File: config.mk
export PLATFORM = sky130hd
export DESIGN_NAME = peakFinderTop
export DESIGN_NICKNAME = d
export VERILOG_FILES = /design/src/histPkg.sv /design/src/wbSampleSlave.sv /design/src/binSequencer.sv /design/src/histogramBank.sv /design/src/peakTracker.sv /design/src/resultFile.sv /design/src/peakFinderTop.sv
export VERILOG_INCLUDE_DIRS = /design/src
export SDC_FILE = /design/constraint.sdc
export NUM_CORES = 1
export LEC_CHECK = 0
export BUFFER_PORTS_ARGS = -buffer_cell sky130_fd_sc_hd__buf_4
export CAP_MARGIN = 20
export CELL_PAD_IN_SITES_DETAIL_PLACEMENT = 1
export CELL_PAD_IN_SITES_GLOBAL_PLACEMENT = 1
export CORE_MARGIN = 2
export CORE_UTILIZATION = 55
export CTS_CLUSTER_SIZE = 8
export DETAILED_ROUTE_END_ITERATION = 12
export GPL_ROUTABILITY_DRIVEN = 0
export HOLD_SLACK_MARGIN = 0.05
export PLACE_DENSITY_LB_ADDON = 0.1
export SLEW_MARGIN = 25
export SYNTH_ARGS = -nofsm -noshare
export SYNTH_HDL_FRONTEND = slang
export SYNTH_HIERARCHICAL = 1
export SYNTH_SLANG_ARGS = --single-unit
File: constraint.sdc
create_clock -name clk -period 13.4 [get_ports clk]
set_input_delay 0.67 -clock clk [delete_from_list [all_inputs] [get_ports clk]]
set_output_delay 0.67 -clock clk [all_outputs]
set_load 0.02 [all_outputs]
File: src/histCfg_cfg.svh
`ifndef HIST_CFG_SVH
`define HIST_CFG_SVH

// timestamp code and bin geometry
`define HF_CODE_BITS 8
`define HF_BIN_BITS 4
`define HF_BINS 16
`define HF_HALF_BIN 8

// pixel array and sample order
`define HF_PIXELS 4
`define HF_SAMPLES_PER_PIXEL 4
`define HF_ACQ_NUM 2

// bin counters
`define HF_COUNT_BITS 8

// wishbone port
`define HF_WB_ADR_BITS 4
`define HF_WB_DAT_BITS 32

// register map, pixel p at HF_ADR_RESULT0 + p
`define HF_ADR_SAMPLE 0
`define HF_ADR_RESULT0 1

`endif

File: src/histPkg.sv
`default_nettype none

`include "histCfg_cfg.svh"

package histPkg;

    // which histogram pass is running
    typedef enum logic {
        PASS_COARSE = 1'b0,
        PASS_FINE   = 1'b1
    } passT;

    // host side request
    typedef struct packed {
        logic                       cyc;
        logic                       stb;
        logic                       we;
        logic [`HF_WB_ADR_BITS-1:0] adr;
        logic [`HF_WB_DAT_BITS-1:0] dat;
    } wbReqT;

    typedef struct packed {
        logic                       ack;
        logic [`HF_WB_DAT_BITS-1:0] dat;
    } wbRspT;

    // one increment request into the histogram memory
    typedef struct packed {
        logic                           valid;
        logic [$clog2(`HF_PIXELS)-1:0]  pixel;
        logic [`HF_BIN_BITS-1:0]        bin;
    } binUpdT;

    // counter value right after its increment
    typedef struct packed {
        logic                           valid;
        logic [$clog2(`HF_PIXELS)-1:0]  pixel;
        logic [`HF_BIN_BITS-1:0]        bin;
        logic [`HF_COUNT_BITS-1:0]      count;
    } binCountT;

    typedef struct packed {
        logic [$clog2(`HF_PIXELS)-1:0]  pixel;
        logic [`HF_BIN_BITS-1:0]        bin;
    } peakT;

    // field order gives the read layout 19:16, 15:8, 7:0
    typedef struct packed {
        logic [`HF_BIN_BITS-1:0]  coarseBin;
        logic [`HF_CODE_BITS-1:0] windowLow;
        logic [`HF_CODE_BITS-1:0] fineCode;
    } pixelResultT;

endpackage

`default_nettype wire

File: src/wbSampleSlave.sv
`default_nettype none

`include "histCfg_cfg.svh"

module wbSampleSlave import histPkg::*; (
    input  wire                        clk,
    input  wire                        combin_res,
    input  wire wbReqT                 wbReq,
    output wbRspT                      wbRsp,
    input  wire                        clearBusy,
    output logic                       sampleValid,
    output logic [`HF_CODE_BITS-1:0]   sampleCode,
    output logic [`HF_WB_ADR_BITS-1:0] rdAdr,
    input  wire [`HF_WB_DAT_BITS-1:0]  rdData
);

    logic                       ackQ;
    logic [`HF_WB_DAT_BITS-1:0] datQ;
    logic                       reqLive;
    logic                       sampleHit;

    // request seen and not yet acked, held off while memory clears
    assign reqLive   = wbReq.cyc && wbReq.stb && !ackQ && !clearBusy;
    assign sampleHit = reqLive && wbReq.we && (wbReq.adr == `HF_ADR_SAMPLE);

    // read mux lives in resultFile, address goes straight through
    assign rdAdr = wbReq.adr;

    assign wbRsp.ack = ackQ;
    assign wbRsp.dat = datQ;

    always_ff @(posedge clk or negedge combin_res) begin
        if (!combin_res) begin
            ackQ        <= 1'b0;
            sampleValid <= 1'b0;
        end else begin
            // single cycle ack, one clock after the request
            ackQ        <= reqLive;
            sampleValid <= sampleHit;
        end
    end

    // data registers
    always_ff @(posedge clk) begin
        if (reqLive) begin
            // writes return zero, reads return the register
            datQ <= wbReq.we ? '0 : rdData;
        end
        if (sampleHit) begin
            sampleCode <= wbReq.dat[`HF_CODE_BITS-1:0];
        end
    end

endmodule

`default_nettype wire

File: src/binSequencer.sv
`default_nettype none

`include "histCfg_cfg.svh"

module binSequencer import histPkg::*; (
    input  wire                                      clk,
    input  wire                                      combin_res,
    input  wire                                      sampleValid,
    input  wire [`HF_CODE_BITS-1:0]                  sampleCode,
    input  wire [`HF_PIXELS-1:0][`HF_CODE_BITS-1:0]  windowLow,
    output binUpdT                                   binUpd,
    output logic                                     passEnd,
    output logic                                     clearBusy,
    output logic [$clog2(`HF_PIXELS*`HF_BINS)-1:0]   clearAdr,
    output passT                                     passState
);

    localparam int SAMPLE_BITS = $clog2(`HF_SAMPLES_PER_PIXEL);
    localparam int PIXEL_BITS  = $clog2(`HF_PIXELS);
    localparam int ACQ_BITS    = $clog2(`HF_ACQ_NUM);

    logic [SAMPLE_BITS-1:0]    sampleCnt;
    logic [PIXEL_BITS-1:0]     pixelCnt;
    logic [ACQ_BITS-1:0]       acqCnt;
    logic                      lastInPixel;
    logic                      lastPixel;
    logic                      lastSample;
    logic [`HF_CODE_BITS:0]    fineDiff;
    logic [`HF_BIN_BITS-1:0]   mappedBin;
    logic                      inWindow;
    logic [2:0]                endPipe;
    logic                      initSweep;
    logic                      flipPending;

    assign lastInPixel = (sampleCnt == SAMPLE_BITS'(`HF_SAMPLES_PER_PIXEL - 1));
    assign lastPixel   = (pixelCnt == PIXEL_BITS'(`HF_PIXELS - 1));
    assign lastSample  = lastInPixel && lastPixel && (acqCnt == ACQ_BITS'(`HF_ACQ_NUM - 1));

    // extra msb catches codes below the window
    assign fineDiff = {1'b0, sampleCode} - {1'b0, windowLow[pixelCnt]};

    always_comb begin
        if (passState == PASS_COARSE) begin
            // coarse bin is just the top bits
            mappedBin = sampleCode[`HF_CODE_BITS-1 -: `HF_BIN_BITS];
            inWindow  = 1'b1;
        end else begin
            mappedBin = fineDiff[`HF_BIN_BITS-1:0];
            inWindow  = (fineDiff[`HF_CODE_BITS:`HF_BIN_BITS] == '0);
        end
    end

    // sample order counters and bin request
    always_ff @(posedge clk or negedge combin_res) begin
        if (!combin_res) begin
            sampleCnt <= '0;
            pixelCnt  <= '0;
            acqCnt    <= '0;
            binUpd    <= '0;
        end else begin
            // dropped samples still step the counters
            binUpd.valid <= sampleValid && inWindow;
            binUpd.pixel <= pixelCnt;
            binUpd.bin   <= mappedBin;
            if (sampleValid) begin
                if (lastInPixel) begin
                    sampleCnt <= '0;
                    if (lastPixel) begin
                        pixelCnt <= '0;
                        if (acqCnt == ACQ_BITS'(`HF_ACQ_NUM - 1)) begin
                            acqCnt <= '0;
                        end else begin
                            acqCnt <= acqCnt + 1'b1;
                        end
                    end else begin
                        pixelCnt <= pixelCnt + 1'b1;
                    end
                end else begin
                    sampleCnt <= sampleCnt + 1'b1;
                end
            end
        end
    end

    // pass end timing, clear sweep and pass flip
    always_ff @(posedge clk or negedge combin_res) begin
        if (!combin_res) begin
            endPipe     <= '0;
            passEnd     <= 1'b0;
            clearBusy   <= 1'b0;
            clearAdr    <= '0;
            initSweep   <= 1'b1;
            flipPending <= 1'b0;
            passState   <= PASS_COARSE;
        end else begin
            // last sample walks down the pipe, passEnd lands after the peak update
            endPipe <= {endPipe[1:0], sampleValid && lastSample};
            passEnd <= endPipe[2];
            if (endPipe[0] || initSweep) begin
                clearBusy   <= 1'b1;
                clearAdr    <= '0;
                initSweep   <= 1'b0;
                // the sweep after reset keeps the coarse pass
                flipPending <= endPipe[0];
            end else if (clearBusy) begin
                clearAdr <= clearAdr + 1'b1;
                if (clearAdr == '1) begin
                    clearBusy <= 1'b0;
                    if (flipPending) begin
                        passState <= (passState == PASS_COARSE) ? PASS_FINE : PASS_COARSE;
                    end
                end
            end
        end
    end

endmodule

`default_nettype wire

File: src/histogramBank.sv
`default_nettype none

`include "histCfg_cfg.svh"

module histogramBank import histPkg::*; (
    input  wire                                    clk,
    input  wire                                    combin_res,
    input  wire binUpdT                            binUpd,
    input  wire                                    clearBusy,
    input  wire [$clog2(`HF_PIXELS*`HF_BINS)-1:0]  clearAdr,
    output binCountT                               binCount
);

    localparam int DEPTH    = `HF_PIXELS * `HF_BINS;
    localparam int ADR_BITS = $clog2(DEPTH);

    // one 16 bin histogram per pixel, pixel in the upper address bits
    logic [`HF_COUNT_BITS-1:0] mem [DEPTH];
    logic [ADR_BITS-1:0]       updAdr;
    logic [`HF_COUNT_BITS-1:0] newCount;
    logic                      doInc;

    assign updAdr   = {binUpd.pixel, binUpd.bin};
    assign newCount = mem[updAdr] + 1'b1;
    // sweep owns the memory while it runs
    assign doInc    = binUpd.valid && !clearBusy;

    always_ff @(posedge clk) begin
        if (clearBusy) begin
            mem[clearAdr] <= '0;
        end else if (doInc) begin
            mem[updAdr] <= newCount;
        end
    end

    // new count for the peak tracker
    always_ff @(posedge clk or negedge combin_res) begin
        if (!combin_res) begin
            binCount <= '0;
        end else begin
            binCount.valid <= doInc;
            binCount.pixel <= binUpd.pixel;
            binCount.bin   <= binUpd.bin;
            binCount.count <= newCount;
        end
    end

endmodule

`default_nettype wire

File: src/peakTracker.sv
`default_nettype none

`include "histCfg_cfg.svh"

module peakTracker import histPkg::*; (
    input  wire            clk,
    input  wire            combin_res,
    input  wire binCountT  binCount,
    input  wire            passEnd,
    output peakT           peak,
    output logic           peakValid
);

    localparam int PIXEL_BITS = $clog2(`HF_PIXELS);

    logic [`HF_COUNT_BITS-1:0] maxCount [`HF_PIXELS];
    logic [`HF_BIN_BITS-1:0]   peakBin [`HF_PIXELS];
    logic                      emitting;
    logic [PIXEL_BITS-1:0]     emitIdx;

    always_ff @(posedge clk or negedge combin_res) begin
        if (!combin_res) begin
            for (int p = 0; p < `HF_PIXELS; p++) begin
                maxCount[p] <= '0;
                peakBin[p]  <= '0;
            end
            emitting  <= 1'b0;
            emitIdx   <= '0;
            peak      <= '0;
            peakValid <= 1'b0;
        end else begin
            peakValid <= emitting;
            if (emitting) begin
                // one pixel per cycle
                peak.pixel <= emitIdx;
                peak.bin   <= peakBin[emitIdx];
                emitIdx    <= emitIdx + 1'b1;
                if (emitIdx == PIXEL_BITS'(`HF_PIXELS - 1)) begin
                    emitting <= 1'b0;
                    // fresh start for the next pass
                    for (int p = 0; p < `HF_PIXELS; p++) begin
                        maxCount[p] <= '0;
                        peakBin[p]  <= '0;
                    end
                end
            end else if (passEnd) begin
                emitting <= 1'b1;
                emitIdx  <= '0;
            end else if (binCount.valid && (binCount.count > maxCount[binCount.pixel])) begin
                // strictly greater, so a tie keeps the earlier bin
                maxCount[binCount.pixel] <= binCount.count;
                peakBin[binCount.pixel]  <= binCount.bin;
            end
        end
    end

endmodule

`default_nettype wire

File: src/resultFile.sv
`default_nettype none

`include "histCfg_cfg.svh"

module resultFile import histPkg::*; (
    input  wire                                      clk,
    input  wire                                      combin_res,
    input  wire peakT                                peak,
    input  wire                                      peakValid,
    input  wire passT                                passState,
    output logic [`HF_PIXELS-1:0][`HF_CODE_BITS-1:0] windowLow,
    input  wire [`HF_WB_ADR_BITS-1:0]                rdAdr,
    output logic [`HF_WB_DAT_BITS-1:0]               rdData
);

    localparam int PIXEL_BITS = $clog2(`HF_PIXELS);
    // highest low edge that still fits a full window
    localparam int WIN_MAX    = (1 << `HF_CODE_BITS) - `HF_BINS;

    pixelResultT                results [`HF_PIXELS];
    logic [`HF_COUNT_BITS-1:0]  measCount;
    logic [`HF_CODE_BITS-1:0]   binBase;
    logic [`HF_CODE_BITS-1:0]   lowRaw;
    logic [`HF_CODE_BITS-1:0]   clampedLow;
    logic [PIXEL_BITS-1:0]      rdPixel;

    // coarse bin times bin width
    assign binBase = {peak.bin, {(`HF_CODE_BITS - `HF_BIN_BITS){1'b0}}};
    assign lowRaw  = binBase - `HF_CODE_BITS'(`HF_HALF_BIN);

    always_comb begin
        if (binBase < `HF_CODE_BITS'(`HF_HALF_BIN)) begin
            clampedLow = '0;
        end else if (lowRaw > `HF_CODE_BITS'(WIN_MAX)) begin
            clampedLow = `HF_CODE_BITS'(WIN_MAX);
        end else begin
            clampedLow = lowRaw;
        end
    end

    always_comb begin
        for (int p = 0; p < `HF_PIXELS; p++) begin
            windowLow[p] = results[p].windowLow;
        end
    end

    always_ff @(posedge clk or negedge combin_res) begin
        if (!combin_res) begin
            for (int p = 0; p < `HF_PIXELS; p++) begin
                results[p] <= '0;
            end
            measCount <= '0;
        end else if (peakValid) begin
            if (passState == PASS_COARSE) begin
                results[peak.pixel].coarseBin <= peak.bin;
                results[peak.pixel].windowLow <= clampedLow;
            end else begin
                results[peak.pixel].fineCode <=
                    results[peak.pixel].windowLow + `HF_CODE_BITS'(peak.bin);
                // measurement done with the last pixel
                if (peak.pixel == PIXEL_BITS'(`HF_PIXELS - 1)) begin
                    measCount <= measCount + 1'b1;
                end
            end
        end
    end

    // register read mux
    assign rdPixel = PIXEL_BITS'(rdAdr - `HF_WB_ADR_BITS'(`HF_ADR_RESULT0));

    always_comb begin
        rdData = '0;
        if (rdAdr == `HF_WB_ADR_BITS'(`HF_ADR_SAMPLE)) begin
            // status word
            rdData[`HF_COUNT_BITS-1:0] = measCount;
            rdData[`HF_COUNT_BITS]     = (passState == PASS_FINE);
        end else if ((rdAdr >= `HF_WB_ADR_BITS'(`HF_ADR_RESULT0)) &&
                     (rdAdr < `HF_WB_ADR_BITS'(`HF_ADR_RESULT0 + `HF_PIXELS))) begin
            rdData[$bits(pixelResultT)-1:0] = results[rdPixel];
        end
    end

endmodule

`default_nettype wire

File: src/peakFinderTop.sv
`default_nettype none

`include "histCfg_cfg.svh"

module peakFinderTop import histPkg::*; (
    input  wire         clk,
    input  wire         combin_res,
    input  wire wbReqT  wbReq,
    output wbRspT       wbRsp,
    output passT        passState
);

    // bus side
    logic                                     sampleValid;
    logic [`HF_CODE_BITS-1:0]                 sampleCode;
    logic [`HF_WB_ADR_BITS-1:0]               rdAdr;
    logic [`HF_WB_DAT_BITS-1:0]               rdData;

    // processing part
    logic                                     clearBusy;
    logic [$clog2(`HF_PIXELS*`HF_BINS)-1:0]   clearAdr;
    logic [`HF_PIXELS-1:0][`HF_CODE_BITS-1:0] windowLow;
    binUpdT                                   binUpd;
    binCountT                                 binCount;
    logic                                     passEnd;

    // result side
    peakT                                     peak;
    logic                                     peakValid;

    wbSampleSlave i_slave (
        .clk         (clk),
        .combin_res  (combin_res),
        .wbReq       (wbReq),
        .wbRsp       (wbRsp),
        .clearBusy   (clearBusy),
        .sampleValid (sampleValid),
        .sampleCode  (sampleCode),
        .rdAdr       (rdAdr),
        .rdData      (rdData)
    );

    binSequencer i_seq (
        .clk         (clk),
        .combin_res  (combin_res),
        .sampleValid (sampleValid),
        .sampleCode  (sampleCode),
        .windowLow   (windowLow),
        .binUpd      (binUpd),
        .passEnd     (passEnd),
        .clearBusy   (clearBusy),
        .clearAdr    (clearAdr),
        .passState   (passState)
    );

    histogramBank i_bank (
        .clk        (clk),
        .combin_res (combin_res),
        .binUpd     (binUpd),
        .clearBusy  (clearBusy),
        .clearAdr   (clearAdr),
        .binCount   (binCount)
    );

    peakTracker i_peak (
        .clk        (clk),
        .combin_res (combin_res),
        .binCount   (binCount),
        .passEnd    (passEnd),
        .peak       (peak),
        .peakValid  (peakValid)
    );

    resultFile i_result (
        .clk        (clk),
        .combin_res (combin_res),
        .peak       (peak),
        .peakValid  (peakValid),
        .passState  (passState),
        .windowLow  (windowLow),
        .rdAdr      (rdAdr),
        .rdData     (rdData)
    );

endmodule

`default_nettype wire

==> results.json, run 1 <==
{
  "area_growth_pct": 11.35,
  "crit_arrival_ps": 6350,
  "grt_pass1_vias": 17910,
  "required_ps": 13780,
  "antenna_found_initial": 3,
  "drv_cap": 0,
  "synthArstFlopShare_pct": 24.28,
  "wire_per_inst_um": 27.62,
  "rsz0062_at_grt": "false",
  "finalWirelength_um": 73800,
  "holdBufCountCts": 1,
  "yosysWarnings": 6,
  "synth-seq-cells": 729,
  "synth_simple_gate_area_share_pct": 5.825,
  "grtUsageTotal_pct": 26.47,
  "grt_busiest_layer": "met2",
  "synth_area_leaders": "edfxtp_1 54%, dfrtp_1 14%, mux4_2 11%",
  "cts.sinks": 729,
  "cp_max_fo": 46,
  "synth_area_leader_cell": "edfxtp_1",
  "fin_tns_setup_ps": 0,
  "ios": 75,
  "slew-limit-headroom_pct": 30.86,
  "tritoncts": "built",
  "power.density_nw_per_um2": 138.8,
  "critPathBufInv": 4,
  "report.final.slew_viol_count": 0,
  "total_leakage_power_nw": 13.25,
  "cts_htree_levels": 3,
  "first_iter_violations": 1448,
  "hold_path_class": "in2reg",
  "met2_usage_pct": 43.50,
  "synth_edf_count": 552,
  "clk_latency_ps": 660,
  "outcome": "complete, no violations",
  "synth_top_family_by_area": "multiplexers",
  "core-area_um2": 55310,
  "synth.distinct_cells": 86,
  "cp_slowest_cell": "dfrtp_4",
  "root_buffer": "clkbuf_16",
  "fin_skew_ps": 32.68,
  "fin_crit_ps": 5970,
  "post_cts_buffers": 0,
  "netlist.area_leader.share_pct": 53.66,
  "portBuffers": 50,
  "grt_max_degree": 67,
  "dp_hpwl_um": 45530,
  "synth-main-ff-cell": "edfxtp_1",
  "syn-cell-area_um2": 30890,
  "vias_per_cell": 6.257,
  "worst_setup_path_start_kind": "flop",
  "die_w_um": 241.0,
  "critical_path_class": "reg2reg",
  "pre_cts_slack_ps": 7089,
  "drive_gt1_share_pct": 21.74,
  "fmax_mhz": 167.5,
  "cts_made_buffers": 101,
  "cp-end-kind": "flop",
  "cp_cell_sequence": "buf_4 -> buf_4 -> mux4_2 -> mux2_2 -> a211oi_1 -> o31a_1 -> inv_1 -> ha_1 -> nor3b_2 -> mux2_2 -> buf_4",
  "vias": 16720,
  "grt_use_met1_pct": 35.95,
  "clkSlewWorstSetupHoldPaths_ps": 50,
  "drtAntennaViolNets": 0,
  "clockBufferDepth": 3,
  "grt_use_met3_pct": 4.426,
  "syn_avg_cell_area_um2": 16.93,
  "cpLargestDelayFamily": "buffers and inverters",
  "synth-seq-area-share_pct": 68.01,
  "synth-xor-area-share_pct": 0.8425,
  "slowest_delay_ps": 790,
  "hold_viol_final": 0,
  "synthCells": 1825,
  "worst_slew_pin_slew_ps": 1033,
  "crit_top_cell": "buf_4",
  "grt_pass1_wl_um": 112900,
  "die_h_um": 241.0,
  "dieArea_um2": 58070,
  "finalCritPeriodShare_pct": 44.55,
  "fp-row-count": 86,
  "synthAdderAreaFrac_pct": 1.199,
  "peakVddDrop_mv": 0.1480,
  "drcViolationCount": 0,
  "grt_overflow": 0,
  "setup_viol": 0,
  "nets": 1962,
  "synth_mux_area_share_pct": 15.16,
  "synth-compound-area-share_pct": 5.331,
  "initial_core_util_pct": 55.85,
  "cts_resized": 0,
  "setup_ws_ps": 7430,
  "drt_first_pass_iters": 5
}
synth_stat cells, drive strengths merged (22+ instances only):
library cell / instances
edfxtp: 552
dfrtp: 176
mux4: 161
nand2: 126
buf: 109
nor2: 101
o21ai: 65
mux2i: 59
nor2b: 53
a22o: 47
mux2: 39
clkbuf: 33
inv: 33
ha: 28
a21oi: 22
area by class of cell:
cell class,count,area (um^2)
sequential,729,21020
fill,4789,20910
multi-input combinational,945,8915
clock buffer,127,2646
tap,748,935.9
timing repair buffer,80,606.8
clock inverter,7,140.1
inverter,35,131.4
antenna,1,2.502
through the flow:
step / instances / hold WS [ps] / cell area, um^2 / utilization [%] / power [mW]
floorplan: 1851 / 331.2 / 30990 / - / 2.507
global placement: 2536 / 341.1 / 31580 / 57.10 / 2.532
detailed placement: 2536 / 344.3 / 31590 / 57.11 / 2.535
CTS: 2671 / 178.0 / 34380 / 62.17 / 4.820
global route: 2671 / 181.3 / 34390 / 62.18 / 4.903
finish: 2672 / 214.5 / 34400 / 62.19 / 4.775
cell families (layout without fill, tap and decap cells):
group / after synthesis / after routing
compound gates: 229 / 229
other cells: 2 / 29
buf+inv: 177 / 249
xor+xnor: 28 / 28
mux: 259 / 259
simple gates: 372 / 372
fa+ha+maj: 29 / 29
flops: 729 / 729
placed cells by master, fill, tap and decap left out, types with 7 or more instances in the layout:
| master | instances |
|---|---|
| and2_1 | 8 |
| nand3_1 | 18 |
| a21oi_1 | 22 |
| nor3_1 | 11 |
| inv_1 | 32 |
| conb_1 | 28 |
| edfxtp_1 | 552 |
| dfrtp_1 | 173 |
| a2bb2oi_1 | 9 |
| clkbuf_16 | 102 |
| mux2_2 | 39 |
| o22ai_1 | 12 |
| xnor2_1 | 18 |
| mux4_2 | 154 |
| xor2_1 | 8 |
| nand2b_1 | 10 |
| ha_1 | 28 |
| o21ai_1 | 8 |
| a22o_1 | 47 |
| nor2b_1 | 53 |
| nand2_1 | 126 |
| mux2i_1 | 58 |
| a22oi_1 | 10 |
| clkbuf_1 | 25 |
| buf_4 | 78 |
| nand4_1 | 7 |
| nor2_1 | 96 |
| o21ai_0 | 57 |
| mux4_1 | 7 |
per-layer routing:
layer / vias up / part of all wire [%]
met5: - / 0.016
met4: 2 / 3.5
met3: 161 / 5.5
met2: 584 / 50
met1: 8834 / 41
li1: 7137 / -
report_power, final:
group	leakage (nW)	total, mW	switching, mW	internal [mW]
clock network	1.34	2.28	0.916	1.36
logic	3.60	0.0669	0.0466	0.0202
registers	8.31	2.43	0.00479	2.42
total	13.3	4.77	0.967	3.81
registers in the layout (all words and copies together), names as in the netlist, 15 cells and up:
name and count:
i_bank/mem 512, i_result/results 48, i_peak/maxCount 32, i_slave/datQ 32, i_result/windowLow 20, i_peak/peakBin 16, i_bank/binCount 15
final timing paths:
check	startpoint	end	slack [ps]	depth (start not counted)
max	i_seq/binUpd[0]$_DFF_PN0_	i_bank/mem[60][6]$_DFFE_PP_	7430	11
min	wbReq[0]	i_slave/sampleCode[0]$_DFFE_PP_	210	1
max reg2reg	i_seq/binUpd[0]$_DFF_PN0_	i_bank/mem[60][6]$_DFFE_PP_	7430	11
min reg2reg	i_seq/endPipe[1]$_DFF_PN0_	i_seq/endPipe[2]$_DFF_PN0_	360	0
max in group asynchronous	combin_res	i_seq/binUpd[1]$_DFF_PN0_	10740	4
min in group asynchronous	combin_res	i_peak/maxCount[18]$_DFFE_PN0P_	550	2
Power figures use the tool's default switching activity.
==> inputs of run 2 (changes only) <==
Settings changed: CORE_UTILIZATION 55 to 54.
Clock period 13.4 ns to 6.1 ns, I/O delays scaled along.
==> run 2 against run 1 <==
Highest routed layer unchanged. Clock skew increased by 5.5 ps. Die area grew 1.8%. Worst setup slack got worse by 6000 ps. Via count rose by 0.19%. Power rose by 120%. Final cell count up 1.2%. Sequential share of layout area fell by 0.37 points. Maximum frequency grew 27%. Sequential power up 120%. Worst hold slack worse by 86 ps. Register-to-register slack worse by 6000 ps.
==> results.json, run 2 (synthesized netlist as in run 1, its figures left out) <==
{
  "drcViolationCount": 0,
  "final_common_cell": "edfxtp_1",
  "tritoncts": "built",
  "worst_slew_pin_slew_ps": 1099,
  "cp-startpoint": "i_seq/binUpd[1]$_DFF_PN0_",
  "cts_made_buffers": 101,
  "finalPower_mw": 10.47,
  "dp_hpwl_um": 47480,
  "hold_path_class": "in2reg",
  "drive_gt1_share_pct": 22.19,
  "holdBufCountCts": 9,
  "grt_max_degree": 89,
  "fmax_mhz": 212.7,
  "total_leakage_power_nw": 13.36,
  "clkSlewWorstSetupHoldPaths_ps": 50,
  "fin_skew_ps": 38.15,
  "crit_arrival_ps": 5060,
  "finalCritPeriodShare_pct": 77.09,
  "initial_core_util_pct": 54.67,
  "area_growth_pct": 12.03,
  "grt_overflow": 0,
  "whs_ps": 128.6,
  "report.final.slew_viol_count": 0,
  "setup_viol": 0,
  "setup_ws_ps": 1398,
  "first_iter_violations": 1403,
  "cts.sinks": 729,
  "drt_first_pass_iters": 5,
  "dieArea_um2": 59130,
  "cp-end-kind": "flop",
  "endpoint": "i_bank/mem[59][3]$_DFFE_PP_",
  "cts_htree_levels": 3,
  "largest-register": "i_bank/mem",
  "grt_pass1_vias": 18360,
  "hold_viol_final": 0,
  "critical_path_class": "reg2reg",
  "drv_cap": 0,
  "cts_resized": 0,
  "power.density_nw_per_um2": 302.7,
  "antenna_found_initial": 1,
  "antenna_cells": 0,
  "final_core_util_pct": 61.25,
  "outcome": "complete, no violations",
  "reg2reg_slack_ps": 1400,
  "fin_crit_ps": 4702,
  "cp_max_fo": 48,
  "vias": 16750,
  "rr_worst_depth": 9,
  "r2r-end": "i_bank/mem[59][3]$_DFFE_PP_",
  "required_ps": 6450,
  "slew-limit-headroom_pct": 26.49,
  "peakVddDrop_mv": 0.2695,
  "clockBufferDepth": 3,
  "fp-row-count": 87,
  "nets": 1984,
  "clk_latency_ps": 650,
  "largest_reg_flops": 512,
  "timing.rr.start": "i_seq/binUpd[1]$_DFF_PN0_",
  "layout_common_cells": "552 x edfxtp_1, 173 x dfrtp_1, 154 x mux4_2, 126 x nand2_1, 102 x clkbuf_16",
  "wire_per_inst_um": 28.07,
  "largest_registers": "i_bank/mem: 512 flops, i_result/results: 48 flops",
  "die_h_um": 243.2,
  "grtUsageTotal_pct": 26.62,
  "post_cts_buffers": 0,
  "portBuffers": 50,
  "ios": 75,
  "worst_setup_path_start_kind": "flop",
  "drtAntennaViolNets": 0,
  "fin_tns_setup_ps": 0,
  "rsz0062_at_grt": "false",
  "pre_cts_slack_ps": 1419,
  "root_buffer": "clkbuf_16",
  "grt_pass1_wl_um": 116900,
  "die_w_um": 243.2,
  "vias_per_cell": 6.196,
  "core-area_um2": 56500,
  "finalWirelength_um": 75870
}
run 2: per-layer routing:
layer  GRT usage [%]  up-vias  share of wire (%)
met5               0        -              0.011
met4           9.347        2                2.9
met3           4.533      153                5.5
met2           44.63      521                 51
met1           35.47     8887                 41
li1                -     7186                  -
run 2: critical path, stage by stage (launching register included):
cell and delay (ps):
dfrtp_4 890, buf_4 490, mux4_2 560, mux4_2 490, o22ai_1 340, nor3_1 150, o21ai_1 460, nor3_1 140
nor3b_2 270, buf_4 540
run 2: how the worst min path moves through the flow:
stage | startpoint | to | slack (ps) | depth (start not counted)
2_1_floorplan | combin_res | i_bank/binCount[0]$_DFF_PN0_ | 9 | 0
3_3_place_gp | i_seq/endPipe[1]$_DFF_PN0_ | i_seq/endPipe[2]$_DFF_PN0_ | 340 | 0
3_5_place_dp | i_seq/endPipe[1]$_DFF_PN0_ | i_seq/endPipe[2]$_DFF_PN0_ | 350 | 0
4_1_cts | wbReq[36] | i_slave/datQ[11]$_SDFFCE_PP0P_ | 100 | 2
5_1_grt | wbReq[36] | i_slave/datQ[5]$_SDFFCE_PP0P_ | 140 | 2
6_report | wbReq[36] | i_slave/datQ[14]$_SDFFCE_PP0P_ | 130 | 2
run 2: layout make-up:
cell class	count	area, um^2
fill	4889	21890
timing repair buffer	102	842.1
clock inverter	7	101.3
sequential	729	21020
inverter	35	131.4
multi-input combinational	945	8911
clock buffer	129	2654
tap	756	945.9
run 2: stage by stage:
stage | area, um^2 | cells
after detailed placement | 31750 | 2558
after floorplan | 30990 | 1851
final | 34600 | 2703
after global routing | 34600 | 2703
after CTS | 34600 | 2703
after global placement | 31740 | 2558
run 2: where the power goes:
group	internal (mW)	switching (mW)	total (mW)
Combinational	0.0478	0.103	0.150
Clock	2.99	2.00	4.99
Sequential	5.32	0.0103	5.33
Total	8.36	2.11	10.5
==> inputs of run 3 (changes only) <==
Settings changed: CORE_UTILIZATION 54 to 49.
Clock period 6.1 ns to 4.17 ns, I/O delays scaled along.
==> run 3 against run 2 <==
Critical endpoint is now i_bank/mem[48][6]$_DFFE_PP_. Global-route usage down 2.4 points. Critical path depth is the same. Sequential power rose by 46%. Via count increased by 1.8%. Largest power group unchanged. Worst hold slack lost 19 ps. Clock-buffer cell count rose by 1. Sequential share of layout area shrank 1.6 points. Clock skew is 8.9 ps lower. Clock power grew 47%. Wire length rose by 0.96%. Highest routed layer is now met4. Die area is 10% higher. Critical path type unchanged.
==> results.json, run 3 (synthesized netlist as in run 1, its figures left out) <==
{
  "vias_per_cell": 5.905,
  "drtAntennaViolNets": 0,
  "die_w_um": 255.1,
  "setup_ws_ps": 190.7,
  "nets": 2078,
  "n_fill_cell": 5637,
  "grtUsageTotal_pct": 24.24,
  "required_ps": 4510,
  "largest_reg_flops": 512,
  "core-area_um2": 62740,
  "wire_per_inst_um": 26.53,
  "rr_worst_depth": 9,
  "portBuffers": 50,
  "clockBufferDepth": 3,
  "dieArea_um2": 65060,
  "dp_cells": 2739,
  "drv_cap": 0,
  "cts.sinks": 729,
  "report.final.slew_viol_count": 0,
  "cp_max_fo": 40,
  "cts_resized": 0,
  "rsz0062_at_grt": "false",
  "final_common_cell": "edfxtp_1",
  "total_leakage_power_nw": 13.86,
  "cp-end-kind": "flop",
  "fin_skew_ps": 29.29,
  "area_growth_pct": 15.13,
  "hold_path_class": "in2async",
  "r2r-end": "i_bank/mem[48][6]$_DFFE_PP_",
  "fin_tns_setup_ps": 0,
  "fin_cells": 2887,
  "grt_pass1_wl_um": 115500,
  "grt_pass1_vias": 18090,
  "antenna_found_initial": 1,
  "layout_common_cells": "552 x edfxtp_1, 173 x dfrtp_1, 169 x buf_4, 154 x mux4_2, 126 x nand2_1",
  "ios": 75,
  "peakVddDrop_mv": 0.4002,
  "pre_cts_slack_ps": 202.8,
  "clkSlewWorstSetupHoldPaths_ps": 50,
  "antenna_cells": 0,
  "finalWirelength_um": 76600,
  "grt_overflow": 0,
  "largest_registers": "i_bank/mem: 512 flops, i_result/results: 48 flops",
  "post_cts_buffers": 0,
  "vias": 17050,
  "fin_crit_ps": 3979,
  "timing.rr.start": "i_seq/binUpd[1]$_DFF_PN0_",
  "slew-limit-headroom_pct": 32.72,
  "largest-register": "i_bank/mem",
  "initial_core_util_pct": 49.24,
  "crit_arrival_ps": 4310,
  "worst_setup_path_start_kind": "flop",
  "cts_made_buffers": 101,
  "whs_ps": 109.3,
  "drt_first_pass_iters": 5,
  "finalCritPeriodShare_pct": 95.43,
  "drcViolationCount": 0,
  "hold_viol_final": 0,
  "clk_latency_ps": 650,
  "outcome": "complete, no violations",
  "root_buffer": "clkbuf_16",
  "cts_htree_levels": 3,
  "fmax_mhz": 251.3,
  "drive_gt1_share_pct": 25.38,
  "worst_slew_pin_slew_ps": 1005,
  "die_h_um": 255.1,
  "final_core_util_pct": 56.69,
  "power.density_nw_per_um2": 431.8,
  "fp-row-count": 92,
  "grt_max_degree": 72,
  "tritoncts": "built",
  "first_iter_violations": 1366,
  "critical_path_class": "reg2reg",
  "reg2reg_slack_ps": 190,
  "dp_hpwl_um": 49550,
  "setup_viol": 0
}
[run 3: metal layers]
layer / track usage (%) / wire length [um]
met5: 0 / 0
met4: 7.886 / 2240
met1: 32.84 / 32550
met3: 4.078 / 3726
met2: 40.27 / 38080
[run 3: final cells by class]
type                            count  area (um^2)  area share (%)
Clock buffer                      130         2658           7.473
Clock inverter                      6        106.4          0.2991
Inverter                           35        131.4          0.3694
Multi-Input combinational cell    945         8910           25.05
Sequential cell                   729        21020           59.10
Tap cell                          846         1059           2.977
Timing Repair Buffer              196         1680           4.725
[run 3: metrics by stage]
step	instance area, um^2	power, mW
after global placement	32680	8.148
after detailed placement	32680	8.156
final	35560	15.36
after CTS	35560	15.51
after floorplan	31010	8.058
after global routing	35560	15.78
[run 3: repair_timing]
action / 4_1_cts / 5_1_grt
setup endpoints to repair: 0 / 0
hold buffers: 12 / 0
hold endpoints to repair: 94 / 0
[run 3: power by group]
group | total [mW] | switching, mW | internal (mW)
sequential | 7.80 | 0.0133 | 7.78
combinational | 0.233 | 0.153 | 0.0804
clock | 7.33 | 2.94 | 4.38
[run 3: worst max path at each step]
stage,from,end,slack [ps],cells after the start
floorplan,i_seq/binUpd[1]$_DFF_PN0_,i_bank/mem[0][7]$_DFFE_PP_,50,9
global placement,i_seq/binUpd[1]$_DFF_PN0_,i_bank/mem[62][6]$_DFFE_PP_,240,9
detailed placement,i_seq/binUpd[1]$_DFF_PN0_,i_bank/mem[60][6]$_DFFE_PP_,200,9
CTS,i_seq/binUpd[1]$_DFF_PN0_,i_bank/mem[38][6]$_DFFE_PP_,200,9
global route,i_seq/binUpd[1]$_DFF_PN0_,i_bank/mem[49][6]$_DFFE_PP_,3,9
finish,i_seq/binUpd[1]$_DFF_PN0_,i_bank/mem[48][6]$_DFFE_PP_,190,9
[run 3: critical path, stage by stage (launching register included)]
cell      delay [ps]
dfrtp_4          730
buf_4            400
mux4_2           280
mux2i_1           90
a221oi_1         630
a22oi_1          220
a221o_1          370
nor3b_2          260
mux2_2           380
buf_4            250
